`config.mk`:
```
export PLATFORM = sky130hd
export DESIGN_NAME = spi_mini
export DESIGN_NICKNAME = d
export VERILOG_FILES = /design/src/verilog/spi_pkg.sv /design/src/verilog/sync_fifo.sv /design/src/verilog/spi_engine.sv /design/src/verilog/spi_regs.sv /design/src/verilog/spi_mini.sv
export SDC_FILE = /design/constraint.sdc
export NUM_CORES = 1
export LEC_CHECK = 0
export ABC_CLOCK_PERIOD_IN_PS = 4600
export BUFFER_PORTS_ARGS = -buffer_cell sky130_fd_sc_hd__buf_4
export CAP_MARGIN = 20
export CORE_UTILIZATION = 30
export CTS_BUF_LIST = sky130_fd_sc_hd__clkbuf_4 sky130_fd_sc_hd__clkbuf_8
export CTS_CLUSTER_DIAMETER = 80
export DETAILED_ROUTE_END_ITERATION = 6
export PLACE_DENSITY = 0.55
export SYNTH_ARGS = -nofsm -noshare
export SYNTH_HDL_FRONTEND = slang
export SYNTH_HIERARCHICAL = 1
export SYNTH_SLANG_ARGS = --single-unit
export TNS_END_PERCENT = 100
```
`constraint.sdc`:
```
create_clock -name clk -period 4.6 [get_ports clk]
set_input_delay 0.92 -clock clk [delete_from_list [all_inputs] [get_ports clk]]
set_output_delay 0.92 -clock clk [all_outputs]
set_load 0.02 [all_outputs]
```
`src/verilog/spi_pkg.sv`:
```
package spi_pkg;

	// ======================================================================
	// sizes and register offsets
	// ======================================================================

	localparam int W_DATA = 8;
	localparam int FIFO_DEPTH = 2;
	localparam int W_FLEVEL = $clog2(FIFO_DEPTH + 1);
	localparam int W_FPTR = (FIFO_DEPTH > 1) ? $clog2(FIFO_DEPTH) : 1;
	localparam int W_DIV = 6;

	localparam logic [15:0] ADDR_CSR = 16'h0000;
	localparam logic [15:0] ADDR_FSTAT = 16'h0004;
	localparam logic [15:0] ADDR_TX = 16'h0008;
	localparam logic [15:0] ADDR_RX = 16'h000c;

	// ======================================================================
	// shared types
	// ======================================================================

	// settings the register block hands to the engine.
	typedef struct packed {
		logic             csauto;
		logic             cs;
		logic             read_en;
		logic             cpol;
		logic             cpha;
		logic [W_DIV-1:0] div;
	} spi_cfg_t;

	typedef struct packed {
		logic [W_FLEVEL-1:0] level;
		logic                full;
		logic                empty;
	} fifo_stat_t;

	// control register at ADDR_CSR. The busy bit is read-only.
	typedef struct packed {
		logic [9:0] rsvd_31_22;
		logic [5:0] div;
		logic [6:0] rsvd_15_9;
		logic       busy;
		logic [1:0] rsvd_7_6;
		logic       cpha;
		logic       cpol;
		logic       rsvd_3;
		logic       read_en;
		logic       cs;
		logic       csauto;
	} csr_word_t;

	// FIFO status at ADDR_FSTAT. The over and under bits are sticky and clear on a write of 1.
	typedef struct packed {
		logic [3:0] rsvd_31_28;
		logic       rxunder;
		logic       rxover;
		logic       rxempty;
		logic       rxfull;
		logic [7:0] rxlevel;
		logic [4:0] rsvd_15_11;
		logic       txover;
		logic       txempty;
		logic       txfull;
		logic [7:0] txlevel;
	} fstat_word_t;

	typedef union packed {
		csr_word_t   csr;
		fstat_word_t fstat;
		logic [31:0] raw;
	} reg_word_u;

	// one data state per bit, MSB first.
	typedef enum logic [3:0] {
		S_IDLE      = 4'h0,
		S_DATA0     = 4'h1,
		S_DATA1     = 4'h2,
		S_DATA2     = 4'h3,
		S_DATA3     = 4'h4,
		S_DATA4     = 4'h5,
		S_DATA5     = 4'h6,
		S_DATA6     = 4'h7,
		S_DATA7     = 4'h8,
		S_BACKPORCH = 4'h9
	} spi_state_e;

endpackage

```
`src/verilog/sync_fifo.sv`:
```
module sync_fifo (
	input  logic                       clk,
	input  logic                       rst_n,
	input  logic [spi_pkg::W_DATA-1:0] wdata_i,
	input  logic                       wen_i,
	input  logic                       ren_i,
	output logic [spi_pkg::W_DATA-1:0] rdata_o,
	output spi_pkg::fifo_stat_t        stat_o
);
	import spi_pkg::*;

	logic [W_DATA-1:0]   mem [FIFO_DEPTH];
	logic [W_FPTR-1:0]   wptr;
	logic [W_FPTR-1:0]   rptr;
	logic [W_FLEVEL-1:0] level;
	logic                full;
	logic                empty;
	logic                do_wr;
	logic                do_rd;

	assign full = level == W_FLEVEL'(FIFO_DEPTH);
	assign empty = level == '0;

	// a write into a full FIFO or a read from an empty one has no effect.
	assign do_wr = wen_i && !full;
	assign do_rd = ren_i && !empty;

	always_ff @(posedge clk) begin
		if (do_wr)
			mem[wptr] <= wdata_i;
	end

	always_ff @(posedge clk or negedge rst_n) begin
		if (!rst_n) begin
			wptr <= '0;
			rptr <= '0;
			level <= '0;
		end else begin
			if (do_wr)
				wptr <= (wptr == W_FPTR'(FIFO_DEPTH - 1)) ? '0 : wptr + 1'b1;
			if (do_rd)
				rptr <= (rptr == W_FPTR'(FIFO_DEPTH - 1)) ? '0 : rptr + 1'b1;
			case ({do_wr, do_rd})
			2'b10: level <= level + 1'b1;
			2'b01: level <= level - 1'b1;
			default: level <= level;
			endcase
		end
	end

	// the head entry is always on the read port.
	assign rdata_o = mem[rptr];

	assign stat_o.level = level;
	assign stat_o.full = full;
	assign stat_o.empty = empty;

endmodule

```
`src/verilog/spi_engine.sv`:
```
module spi_engine (
	input  logic                       clk,
	input  logic                       rst_n,
	input  spi_pkg::spi_cfg_t          cfg_i,
	input  spi_pkg::fifo_stat_t        tx_stat_i,
	input  logic [spi_pkg::W_DATA-1:0] tx_data_i,
	input  logic                       sdi_i,
	output logic                       tx_pop_o,
	output logic                       rx_push_o,
	output logic [spi_pkg::W_DATA-1:0] rx_data_o,
	output logic                       busy_o,
	output logic                       cs_r_o,
	output logic                       sclk_r_o,
	output logic                       sdo_o
);
	import spi_pkg::*;

	logic [W_DIV-1:0]  div_ctr;
	logic              clk_en;
	spi_state_e        state;
	logic [W_DATA-1:0] tx_shift;
	logic [W_DATA-1:0] rx_shift;
	logic              last_edge;
	logic              load;

	// ======================================================================
	// clock enable divider
	// ======================================================================

	// the counter reloads from div when it reaches 1, so div 0 wraps
	// through the full 6-bit range and gives one enable per 64 cycles.
	always_ff @(posedge clk or negedge rst_n) begin
		if (!rst_n) begin
			clk_en <= 1'b0;
			div_ctr <= W_DIV'(1);
		end else if (div_ctr == W_DIV'(1)) begin
			clk_en <= 1'b1;
			div_ctr <= cfg_i.div;
		end else begin
			clk_en <= 1'b0;
			div_ctr <= div_ctr - 1'b1;
		end
	end

	// ======================================================================
	// shift state machine
	// ======================================================================

	// the trailing half of the last bit, where the next byte may be loaded.
	assign last_edge = (state == S_DATA7) && sclk_r_o;

	assign load = clk_en && !tx_stat_i.empty && (state == S_IDLE || last_edge);
	assign tx_pop_o = load;

	always_ff @(posedge clk or negedge rst_n) begin
		if (!rst_n) begin
			state <= S_IDLE;
			cs_r_o <= 1'b1;
			sclk_r_o <= 1'b0;
			sdo_o <= 1'b0;
			rx_push_o <= 1'b0;
			tx_shift <= '0;
			rx_shift <= '0;
		end else begin
			rx_push_o <= 1'b0;
			if (clk_en) begin
				case (state)
				S_IDLE: begin
					if (load) begin
						state <= S_DATA0;
						cs_r_o <= 1'b0;
						tx_shift <= tx_data_i;
						// with cpha clear the MSB must be valid before the first edge.
						if (!cfg_i.cpha)
							sdo_o <= tx_data_i[W_DATA-1];
					end
				end
				S_BACKPORCH: begin
					state <= S_IDLE;
					cs_r_o <= 1'b1;
					sdo_o <= 1'b0;
				end
				default: begin
					sclk_r_o <= !sclk_r_o;
					// sample on the half where the clock phase matches cpha.
					if (cfg_i.cpha == sclk_r_o)
						rx_shift <= {rx_shift[W_DATA-2:0], sdi_i};
					if (state != S_DATA7) begin
						if (sclk_r_o) begin
							state <= spi_state_e'(state + 4'd1);
							tx_shift <= tx_shift << 1;
						end
						if (cfg_i.cpha != sclk_r_o)
							sdo_o <= cfg_i.cpha ? tx_shift[W_DATA-1] : tx_shift[W_DATA-2];
					end else begin
						if (cfg_i.cpha && !sclk_r_o)
							sdo_o <= tx_shift[W_DATA-1];
						if (sclk_r_o) begin
							// the byte is complete once this half ends.
							rx_push_o <= cfg_i.read_en;
							if (load) begin
								state <= S_DATA0;
								tx_shift <= tx_data_i;
								if (!cfg_i.cpha)
									sdo_o <= tx_data_i[W_DATA-1];
							end else begin
								state <= S_BACKPORCH;
							end
						end
					end
				end
				endcase
			end
		end
	end

	assign rx_data_o = rx_shift;
	assign busy_o = state != S_IDLE;

endmodule

```
`src/verilog/spi_regs.sv`:
```
module spi_regs (
	input  logic                       clk,
	input  logic                       rst_n,
	input  logic                       psel_i,
	input  logic                       penable_i,
	input  logic                       pwrite_i,
	input  logic [15:0]                paddr_i,
	input  logic [31:0]                pwdata_i,
	input  logic                       busy_i,
	input  spi_pkg::fifo_stat_t        tx_stat_i,
	input  spi_pkg::fifo_stat_t        rx_stat_i,
	input  logic [spi_pkg::W_DATA-1:0] rx_data_i,
	input  logic                       rx_push_i,
	output logic [31:0]                prdata_o,
	output logic                       pready_o,
	output logic                       pslverr_o,
	output spi_pkg::spi_cfg_t          cfg_o,
	output logic                       tx_push_o,
	output logic [spi_pkg::W_DATA-1:0] tx_data_o,
	output logic                       rx_pop_o
);
	import spi_pkg::*;

	logic      acc;
	logic      sel_csr;
	logic      sel_fstat;
	logic      sel_tx;
	logic      sel_rx;
	reg_word_u wr;
	reg_word_u rd;
	spi_cfg_t  cfg;
	logic      txover;
	logic      rxover;
	logic      rxunder;

	// ======================================================================
	// address decode
	// ======================================================================

	assign acc = psel_i && penable_i;
	assign sel_csr = paddr_i == ADDR_CSR;
	assign sel_fstat = paddr_i == ADDR_FSTAT;
	assign sel_tx = paddr_i == ADDR_TX;
	assign sel_rx = paddr_i == ADDR_RX;

	assign pready_o = 1'b1;
	// TX is write only.
	assign pslverr_o = acc && (!(sel_csr || sel_fstat || sel_tx || sel_rx) ||
		(sel_tx && !pwrite_i));

	assign wr = reg_word_u'(pwdata_i);

	assign tx_push_o = acc && pwrite_i && sel_tx;
	assign tx_data_o = pwdata_i[W_DATA-1:0];
	assign rx_pop_o = acc && !pwrite_i && sel_rx;

	// ======================================================================
	// control register and sticky flags
	// ======================================================================

	always_ff @(posedge clk or negedge rst_n) begin
		if (!rst_n) begin
			// automatic chip select out of reset keeps cs_n high.
			cfg <= '{csauto: 1'b1, default: '0};
		end else if (acc && pwrite_i && sel_csr) begin
			cfg.csauto <= wr.csr.csauto;
			cfg.cs <= wr.csr.cs;
			cfg.read_en <= wr.csr.read_en;
			cfg.cpol <= wr.csr.cpol;
			cfg.cpha <= wr.csr.cpha;
			cfg.div <= wr.csr.div;
		end
	end

	assign cfg_o = cfg;

	// a new event in the same cycle as a clear leaves the flag set.
	always_ff @(posedge clk or negedge rst_n) begin
		if (!rst_n) begin
			txover <= 1'b0;
			rxover <= 1'b0;
			rxunder <= 1'b0;
		end else begin
			if (acc && pwrite_i && sel_fstat) begin
				if (wr.fstat.txover)
					txover <= 1'b0;
				if (wr.fstat.rxover)
					rxover <= 1'b0;
				if (wr.fstat.rxunder)
					rxunder <= 1'b0;
			end
			if (tx_push_o && tx_stat_i.full)
				txover <= 1'b1;
			if (rx_push_i && rx_stat_i.full)
				rxover <= 1'b1;
			if (rx_pop_o && rx_stat_i.empty)
				rxunder <= 1'b1;
		end
	end

	// ======================================================================
	// read data
	// ======================================================================

	always_comb begin
		rd.raw = '0;
		if (sel_csr) begin
			rd.csr.csauto = cfg.csauto;
			rd.csr.cs = cfg.cs;
			rd.csr.read_en = cfg.read_en;
			rd.csr.cpol = cfg.cpol;
			rd.csr.cpha = cfg.cpha;
			rd.csr.busy = busy_i;
			rd.csr.div = cfg.div;
		end else if (sel_fstat) begin
			rd.fstat.txlevel = 8'(tx_stat_i.level);
			rd.fstat.txfull = tx_stat_i.full;
			rd.fstat.txempty = tx_stat_i.empty;
			rd.fstat.txover = txover;
			rd.fstat.rxlevel = 8'(rx_stat_i.level);
			rd.fstat.rxfull = rx_stat_i.full;
			rd.fstat.rxempty = rx_stat_i.empty;
			rd.fstat.rxover = rxover;
			rd.fstat.rxunder = rxunder;
		end else if (sel_rx) begin
			rd.raw[W_DATA-1:0] = rx_data_i;
		end
	end

	assign prdata_o = rd.raw;

endmodule

```
`src/verilog/spi_mini.sv`:
```
module spi_mini (
	input  logic        clk,
	input  logic        rst_n,
	input  logic        psel_i,
	input  logic        penable_i,
	input  logic        pwrite_i,
	input  logic [15:0] paddr_i,
	input  logic [31:0] pwdata_i,
	output logic [31:0] prdata_o,
	output logic        pready_o,
	output logic        pslverr_o,
	output logic        sclk_o,
	output logic        sdo_o,
	input  logic        sdi_i,
	output logic        cs_n_o
);
	import spi_pkg::*;

	spi_cfg_t          cfg;
	fifo_stat_t        tx_stat;
	fifo_stat_t        rx_stat;
	logic              busy;
	logic              tx_push;
	logic [W_DATA-1:0] tx_wdata;
	logic [W_DATA-1:0] tx_head;
	logic              tx_pop;
	logic              rx_push;
	logic [W_DATA-1:0] rx_wdata;
	logic [W_DATA-1:0] rx_head;
	logic              rx_pop;
	logic              cs_r;
	logic              sclk_r;

	spi_regs u_regs (
		.clk       (clk),
		.rst_n     (rst_n),
		.psel_i    (psel_i),
		.penable_i (penable_i),
		.pwrite_i  (pwrite_i),
		.paddr_i   (paddr_i),
		.pwdata_i  (pwdata_i),
		.busy_i    (busy),
		.tx_stat_i (tx_stat),
		.rx_stat_i (rx_stat),
		.rx_data_i (rx_head),
		.rx_push_i (rx_push),
		.prdata_o  (prdata_o),
		.pready_o  (pready_o),
		.pslverr_o (pslverr_o),
		.cfg_o     (cfg),
		.tx_push_o (tx_push),
		.tx_data_o (tx_wdata),
		.rx_pop_o  (rx_pop)
	);

	sync_fifo u_txfifo (
		.clk     (clk),
		.rst_n   (rst_n),
		.wdata_i (tx_wdata),
		.wen_i   (tx_push),
		.ren_i   (tx_pop),
		.rdata_o (tx_head),
		.stat_o  (tx_stat)
	);

	sync_fifo u_rxfifo (
		.clk     (clk),
		.rst_n   (rst_n),
		.wdata_i (rx_wdata),
		.wen_i   (rx_push),
		.ren_i   (rx_pop),
		.rdata_o (rx_head),
		.stat_o  (rx_stat)
	);

	spi_engine u_engine (
		.clk       (clk),
		.rst_n     (rst_n),
		.cfg_i     (cfg),
		.tx_stat_i (tx_stat),
		.tx_data_i (tx_head),
		.sdi_i     (sdi_i),
		.tx_pop_o  (tx_pop),
		.rx_push_o (rx_push),
		.rx_data_o (rx_wdata),
		.busy_o    (busy),
		.cs_r_o    (cs_r),
		.sclk_r_o  (sclk_r),
		.sdo_o     (sdo_o)
	);

	// in manual mode software drives chip select straight from the CSR.
	assign cs_n_o = cfg.csauto ? cs_r : cfg.cs;
	assign sclk_o = sclk_r ^ cfg.cpol;

endmodule

```
==> results.yml, run 1 <==
clock_tree:
  cts_tree: "yes"
  clkSinkCount: 85
  worstSkewPairLatency_ps: 360
  cts_root_buffer: "clkbuf_8"
  clk_pin_slew_ps: 80
  cts_hold_buf: 0
  cts_setup_buffers: 0
  cts_resized: 0
  cts-htree-levels: 3
  cts_buffers: 9
  cts_buffer_depth: 2
yosys:
  yosys_warnings: 6
  synth_edf_count: 32
  synth_area_per_cell_um2: 12.6
  async_flop_share: 0.624
  synth_seq_area_share: 0.533
  synth_seq_cells: 85
  synthFlopType: "dfrtp_1"
  syn_area_um2: 4300
  syn_inst: 342
  synthDistinctLibCells: 59
routing:
  dr_wl_met3_um: 346
  drt_iter0_drc: 131
  route.detailed.drc: 0
  ant_nets: 0
  route.layer.met1.wl_um: 4270
  drt_wl_total_um: 8910
  viasPerCell: 4.70
  met2_length_um: 4170
  vias: 2691
  routedWlPerCell_um: 15.6
  highest_layer: "met4"
  drt_first_pass_iters: 4
place:
  gp_congestion: 0.756
  dpl_cell_area_um2: 4770
  place_hpwl_um: 6400
  io_buffers: 63
  place_inst: 557
min_path:
  hold_class: "register to register"
critical_path:
  timing.rr.start: "u_txfifo/level[0]$_DFFE_PN0P_"
  cp.required_ps: 3680
  worstSetupPathType: "input port to primary output"
  end_kind: "primary output"
  r2r_slack_ps: 2090
  worstPathArrival_ps: 2980
  crit_path_max_fanout: 9
  endpoint: "prdata_o[8]"
  r2r-end: "u_txfifo/level[1]$_DFFE_PN0P_"
  critPathLaunch: "paddr_i[5]"
  cp-start-kind: "input port"
  reg2reg_depth: 7
power_and_ir_drop:
  p_clk_frac: 0.395
  p_comb_frac: 0.040
  switching_share: 0.206
  p_leak_nw: 2.09
  p_seq_frac: 0.565
  irDropWorstVdd_mv: 0.195
  power_w: 0.00139
  p_per_area_nw_per_um2: 278
  internal_power_w: 0.00110
  power_switching_w: 0.000287
sta:
  rsz0062_at_grt: "no"
  skew_ps: 13.8
  finalSetupTns_ps: 0
  setup_viol: 0
  period_minus_slack_ps: 3900
  hold_viol: 0
  finalCritPeriodShare: 0.849
  drv_slew: 0
  maxSlewHeadroom: 0.377
  worst_slew_pin_slew_ps: 931
  clock.fmax_ghz: 0.256
floorplan:
  die_w_um: 122
  rows: 43
  io_pins: 91
  coreArea_um2: 13900
  initial_core_util: 0.309
  die_height_um: 122
  die_area_um2: 14800
final_layout:
  final_util: 0.358
  synthToLayoutAreaGrowth_pct: 15.9
  layout.cells.non_filler: 573
  diodes: 0
  finalNetCount: 450
  drive_gt1_frac: 0.323
  fillers: 1384
  final_cell_area_um2: 4980
global_routing:
  antenna_found_initial: 0
  grt_pass1_vias: 2769
  grt_pass1_wl_um: 14800
  grt_overflow: 0
  grt_usage: 0.132
  grt_max_degree: 54
run_status:
  outcome: "finished clean"
run:
  timing.max_cap.violations: 0
layout make-up:
| cell class | instances | area, um^2 | share of cell area |
|---|---|---|---|
| Tap cell | 180 | 225 | 0.0452 |
| Clock inverter | 3 | 45.0 | 0.00904 |
| Inverter | 11 | 41.3 | 0.00828 |
| Multi-Input combinational cell | 218 | 1740 | 0.350 |
| Sequential cell | 85 | 2290 | 0.460 |
| Timing Repair Buffer | 63 | 473 | 0.0949 |
| Clock buffer | 13 | 166 | 0.0334 |
through the flow:
stage / worst slack, ps / hold WS (ps)
2_1_floorplan: 1180 / 437
3_3_place_gp: 677 / 448
3_5_place_dp: 681 / 454
4_1_cts: 679 / 474
5_1_grt: 542 / 508
6_report: 697 / 471
routing by layer:
metal  global-route usage  vias to the layer above
li1                     -                     1300
met1                0.177                     1325
met2                0.207                       55
met3               0.0337                       11
met4               0.0424                        0
met5                    0                        -
cell usage in the layout, fill, tap and decap left out, drive strengths merged, types with 4 or more instances in the layout:
cell type	synthesis	layout
o32ai	7	7
edfxtp	32	32
dfrtp	50	50
ha	8	8
nor2b	5	5
and2	14	14
a21oi	6	6
nor3b	5	5
nor2	15	15
conb	2	12
mux2	37	37
nand3	7	7
and3	4	4
clkbuf	6	13
o21ai	10	10
nor4	5	5
a22o	9	9
xnor2	10	10
a2bb2oi	7	7
xor2	6	6
mux2i	6	6
buf	32	63
nand2	13	13
inv	11	11
sequential cells by signal, summed over array words and instances, names as in the netlist, 2 cells and up:
register            flops
u_engine/div_ctr        6
u_engine/rx_data_o      8
u_engine/state          4
u_engine/tx_shift       8
u_regs/cfg_o           11
u_rxfifo/level          2
u_rxfifo/mem           16
u_txfifo/level          2
u_txfifo/mem           16
synth_stat cells (3+ instances only):
master / n / area (um^2)
a21oi_1: 5 / 25.0
a22o_1: 9 / 78.8
a2bb2oi_1: 7 / 61.3
a31oi_1: 3 / 18.8
and2_1: 14 / 87.6
and3_1: 4 / 25.0
buf_2: 4 / 20.0
buf_4: 26 / 195
clkbuf_1: 4 / 15.0
dfrtp_1: 50 / 1250
dfstp_2: 3 / 78.8
edfxtp_1: 32 / 961
ha_1: 8 / 100
inv_1: 11 / 41.3
mux2_1: 8 / 90.1
mux2_2: 28 / 315
mux2i_1: 6 / 60.1
nand2_1: 12 / 45.0
nand3_1: 7 / 35.0
nor2_1: 15 / 56.3
nor2b_2: 3 / 26.3
nor3_1: 3 / 15.0
nor3b_1: 5 / 37.5
nor4_1: 3 / 18.8
o21ai_0: 10 / 50.1
o32ai_1: 7 / 61.3
xnor2_1: 10 / 87.6
xor2_1: 6 / 52.6
worst max-delay path, stage by stage:
cell and delay, ps:
buf_4 100, or4_1 700, nor3b_1 430, and2b_1 440, a22o_1 230, buf_4 150
power groups by stage:
stage	logic (W)	clock network [W]	registers, W
after floorplan	0.0000311	0	0.000800
after global placement	0.0000558	0	0.000800
after detailed placement	0.0000568	0	0.000800
after CTS	0.0000569	0.000569	0.000784
after global routing	0.0000623	0.000596	0.000785
final	0.0000556	0.000547	0.000785
worst min path at each step:
stage                                        end  cells past startpoint  slack [ps]                         startpoint
finish              u_rxfifo/mem[0][7]$_DFFE_PP_                      0         470  u_engine/rx_data_o[7]$_DFFE_PN0P_
global route        u_rxfifo/mem[0][7]$_DFFE_PP_                      0         510  u_engine/rx_data_o[7]$_DFFE_PN0P_
CTS                 u_rxfifo/mem[0][7]$_DFFE_PP_                      0         470  u_engine/rx_data_o[7]$_DFFE_PN0P_
detailed placement  u_rxfifo/mem[0][7]$_DFFE_PP_                      0         450  u_engine/rx_data_o[7]$_DFFE_PN0P_
global placement    u_rxfifo/mem[0][7]$_DFFE_PP_                      0         450  u_engine/rx_data_o[7]$_DFFE_PN0P_
floorplan           u_rxfifo/mem[0][7]$_DFFE_PP_                      0         440  u_engine/rx_data_o[7]$_DFFE_PN0P_
kinds of logic after synthesis:
| logic type | synth area share |
|---|---|
| and+or+nand+nor | 0.130 |
| DFF | 0.533 |
| AOI/OAI and AO/OA | 0.0972 |
| buffers and inverters | 0.0707 |
| muxes | 0.112 |
| xor gates and xnor gates | 0.0326 |
| adders and majority gates | 0.0233 |
| other | 0.00175 |
(Power assumes the default switching activity.)
==> run 2: changes to the inputs <==
- ABC_CLOCK_PERIOD_IN_PS: 4600 -> 3800
- clock period: 4.6 -> 3.8 ns (I/O delays scaled with it)
==> results.yml, run 2 (synthesis results as in run 1) <==
critical_path:
  crit_top_cell: "buf_4"
  cp_slowest_stage_delay_ps: 550
  worstSetupPathType: "input port to primary output"
  cp-start-kind: "input port"
  cp.required_ps: 3040
  critical_path_cell_count: 6
  crit_chain: "buf_4, or4_4, or3_1, and2b_1, a22o_1, buf_4"
  reg2reg_depth: 8
  crit_buf_inv: 2
  end_kind: "primary output"
  crit_family: "simple AND/OR/NAND/NOR gates"
  critPathSlowestCell: "or4_4"
  worstPathArrival_ps: 2740
  crit_path_max_fanout: 9
routing:
  route.detailed.drc: 0
  drt_iter0_drc: 110
  drt_first_pass_iters: 4
  drt_wl_total_um: 8840
  routedWlPerCell_um: 15.3
  viasPerCell: 4.70
  vias: 2724
  ant_nets: 0
global_routing:
  grt_usage: 0.131
  grt_overflow: 0
  grt_pass1_vias: 2795
  grt_pass1_wl_um: 14600
  grt_max_degree: 54
  antenna_found_initial: 0
clock_tree:
  cts_root_buffer: "clkbuf_8"
  cts_buffers: 9
  cts_buffer_depth: 2
  cts_resized: 0
  cts_setup_buffers: 0
  clk_pin_slew_ps: 80
  cts_tree: "yes"
  clkSinkCount: 85
  cts_hold_buf: 0
  cts-htree-levels: 3
  worstSkewPairLatency_ps: 360
sta:
  hold_ws_ps: 446
  setup_ws_ps: 304
  setup_viol: 0
  finalSetupTns_ps: 0
  finalCritPeriodShare: 0.920
  worst_slew_pin_slew_ps: 735
  skew_ps: 12.0
  period_minus_slack_ps: 3500
  rsz0062_at_grt: "no"
  clock.fmax_ghz: 0.286
  maxSlewHeadroom: 0.508
  drv_slew: 0
  hold_viol: 0
place:
  post-place-ws_ps: 289
  place_hpwl_um: 6360
  place_inst: 563
  io_buffers: 63
  dpl_cell_area_um2: 4820
  gp_congestion: 0.782
min_path:
  hold_class: "input port to asynchronous set/reset pin"
final_layout:
  layout_commonest_cell: "buf_4"
  layout.cells.non_filler: 579
  diodes: 0
  drive_gt1_frac: 0.333
  finalNetCount: 456
  fillers: 1377
  final_cell_area_um2: 5020
  synthToLayoutAreaGrowth_pct: 16.7
  most-common-layout-cells: "69 x buf_4, 50 x dfrtp_1, 32 x edfxtp_1"
power_and_ir_drop:
  p_per_area_nw_per_um2: 331
  p_leak_nw: 2.12
  irDropWorstVdd_mv: 0.225
floorplan:
  initial_core_util: 0.309
  die_area_um2: 14800
  rows: 43
  die_height_um: 122
  coreArea_um2: 13900
  io_pins: 91
  die_w_um: 122
run:
  timing.max_cap.violations: 0
run_status:
  outcome: "finished clean"
-- run 2: cell count changes in the layout (fill, tap and decap cells not counted), sizes merged --
| cell | previous run | this run |
|---|---|---|
| clkinvlp | 2 | 0 |
| clkbuf | 13 | 12 |
| clkinv | 0 | 3 |
| buf | 63 | 69 |
-- run 2: cell type report --
| type | count | area [um^2] | area share |
|---|---|---|---|
| Sequential cell | 85 | 2290 | 0.456 |
| Multi-Input combinational cell | 218 | 1740 | 0.347 |
| Timing Repair Buffer | 69 | 518 | 0.103 |
| Tap cell | 180 | 225 | 0.0449 |
| Clock buffer | 12 | 153 | 0.0304 |
| Clock inverter | 4 | 48.8 | 0.00972 |
| Inverter | 11 | 41.3 | 0.00823 |
-- run 2: per-stage QoR --
stage	total power, W	util
3_5_place_dp	0.00104	0.346
4_1_cts	0.00169	0.360
3_3_place_gp	0.00104	0.346
5_1_grt	0.00173	0.360
6_report	0.00166	0.360
2_1_floorplan	0.00101	-
-- run 2: layer usage --
layer | up-vias | GRT usage | wire (um)
li1 | 1312 | - | -
met1 | 1327 | 0.177 | 4150
met2 | 76 | 0.203 | 4110
met3 | 9 | 0.0365 | 476
met4 | 0 | 0.0394 | 102
met5 | - | 0 | 0
-- run 2: final timing paths --
kind                                              startpoint                       endpoint  slack (ps)
setup / recovery                                  paddr_i[1]                    prdata_o[8]         300
hold / removal                                         rst_n    u_regs/cfg_o[4]$_DFFE_PN0P_         450
setup reg to reg               u_txfifo/level[0]$_DFFE_PN0P_  u_txfifo/level[1]$_DFFE_PN0P_        1530
hold reg to reg            u_engine/rx_data_o[7]$_DFFE_PN0P_   u_rxfifo/mem[0][7]$_DFFE_PP_         470
max in group asynchronous                              rst_n    u_regs/cfg_o[8]$_DFFE_PN0P_        2890
min in group clk           u_engine/rx_data_o[7]$_DFFE_PN0P_   u_rxfifo/mem[0][7]$_DFFE_PP_         470
-- run 2: where the power goes --
group / leakage [nW] / switching [W] / total, W / internal [W]
registers: 0.965 / 0.000000473 / 0.000950 / 0.000949
clock network: 0.107 / 0.000307 / 0.000643 / 0.000336
logic: 1.05 / 0.0000383 / 0.0000680 / 0.0000297
total: 2.12 / 0.000346 / 0.00166 / 0.00131
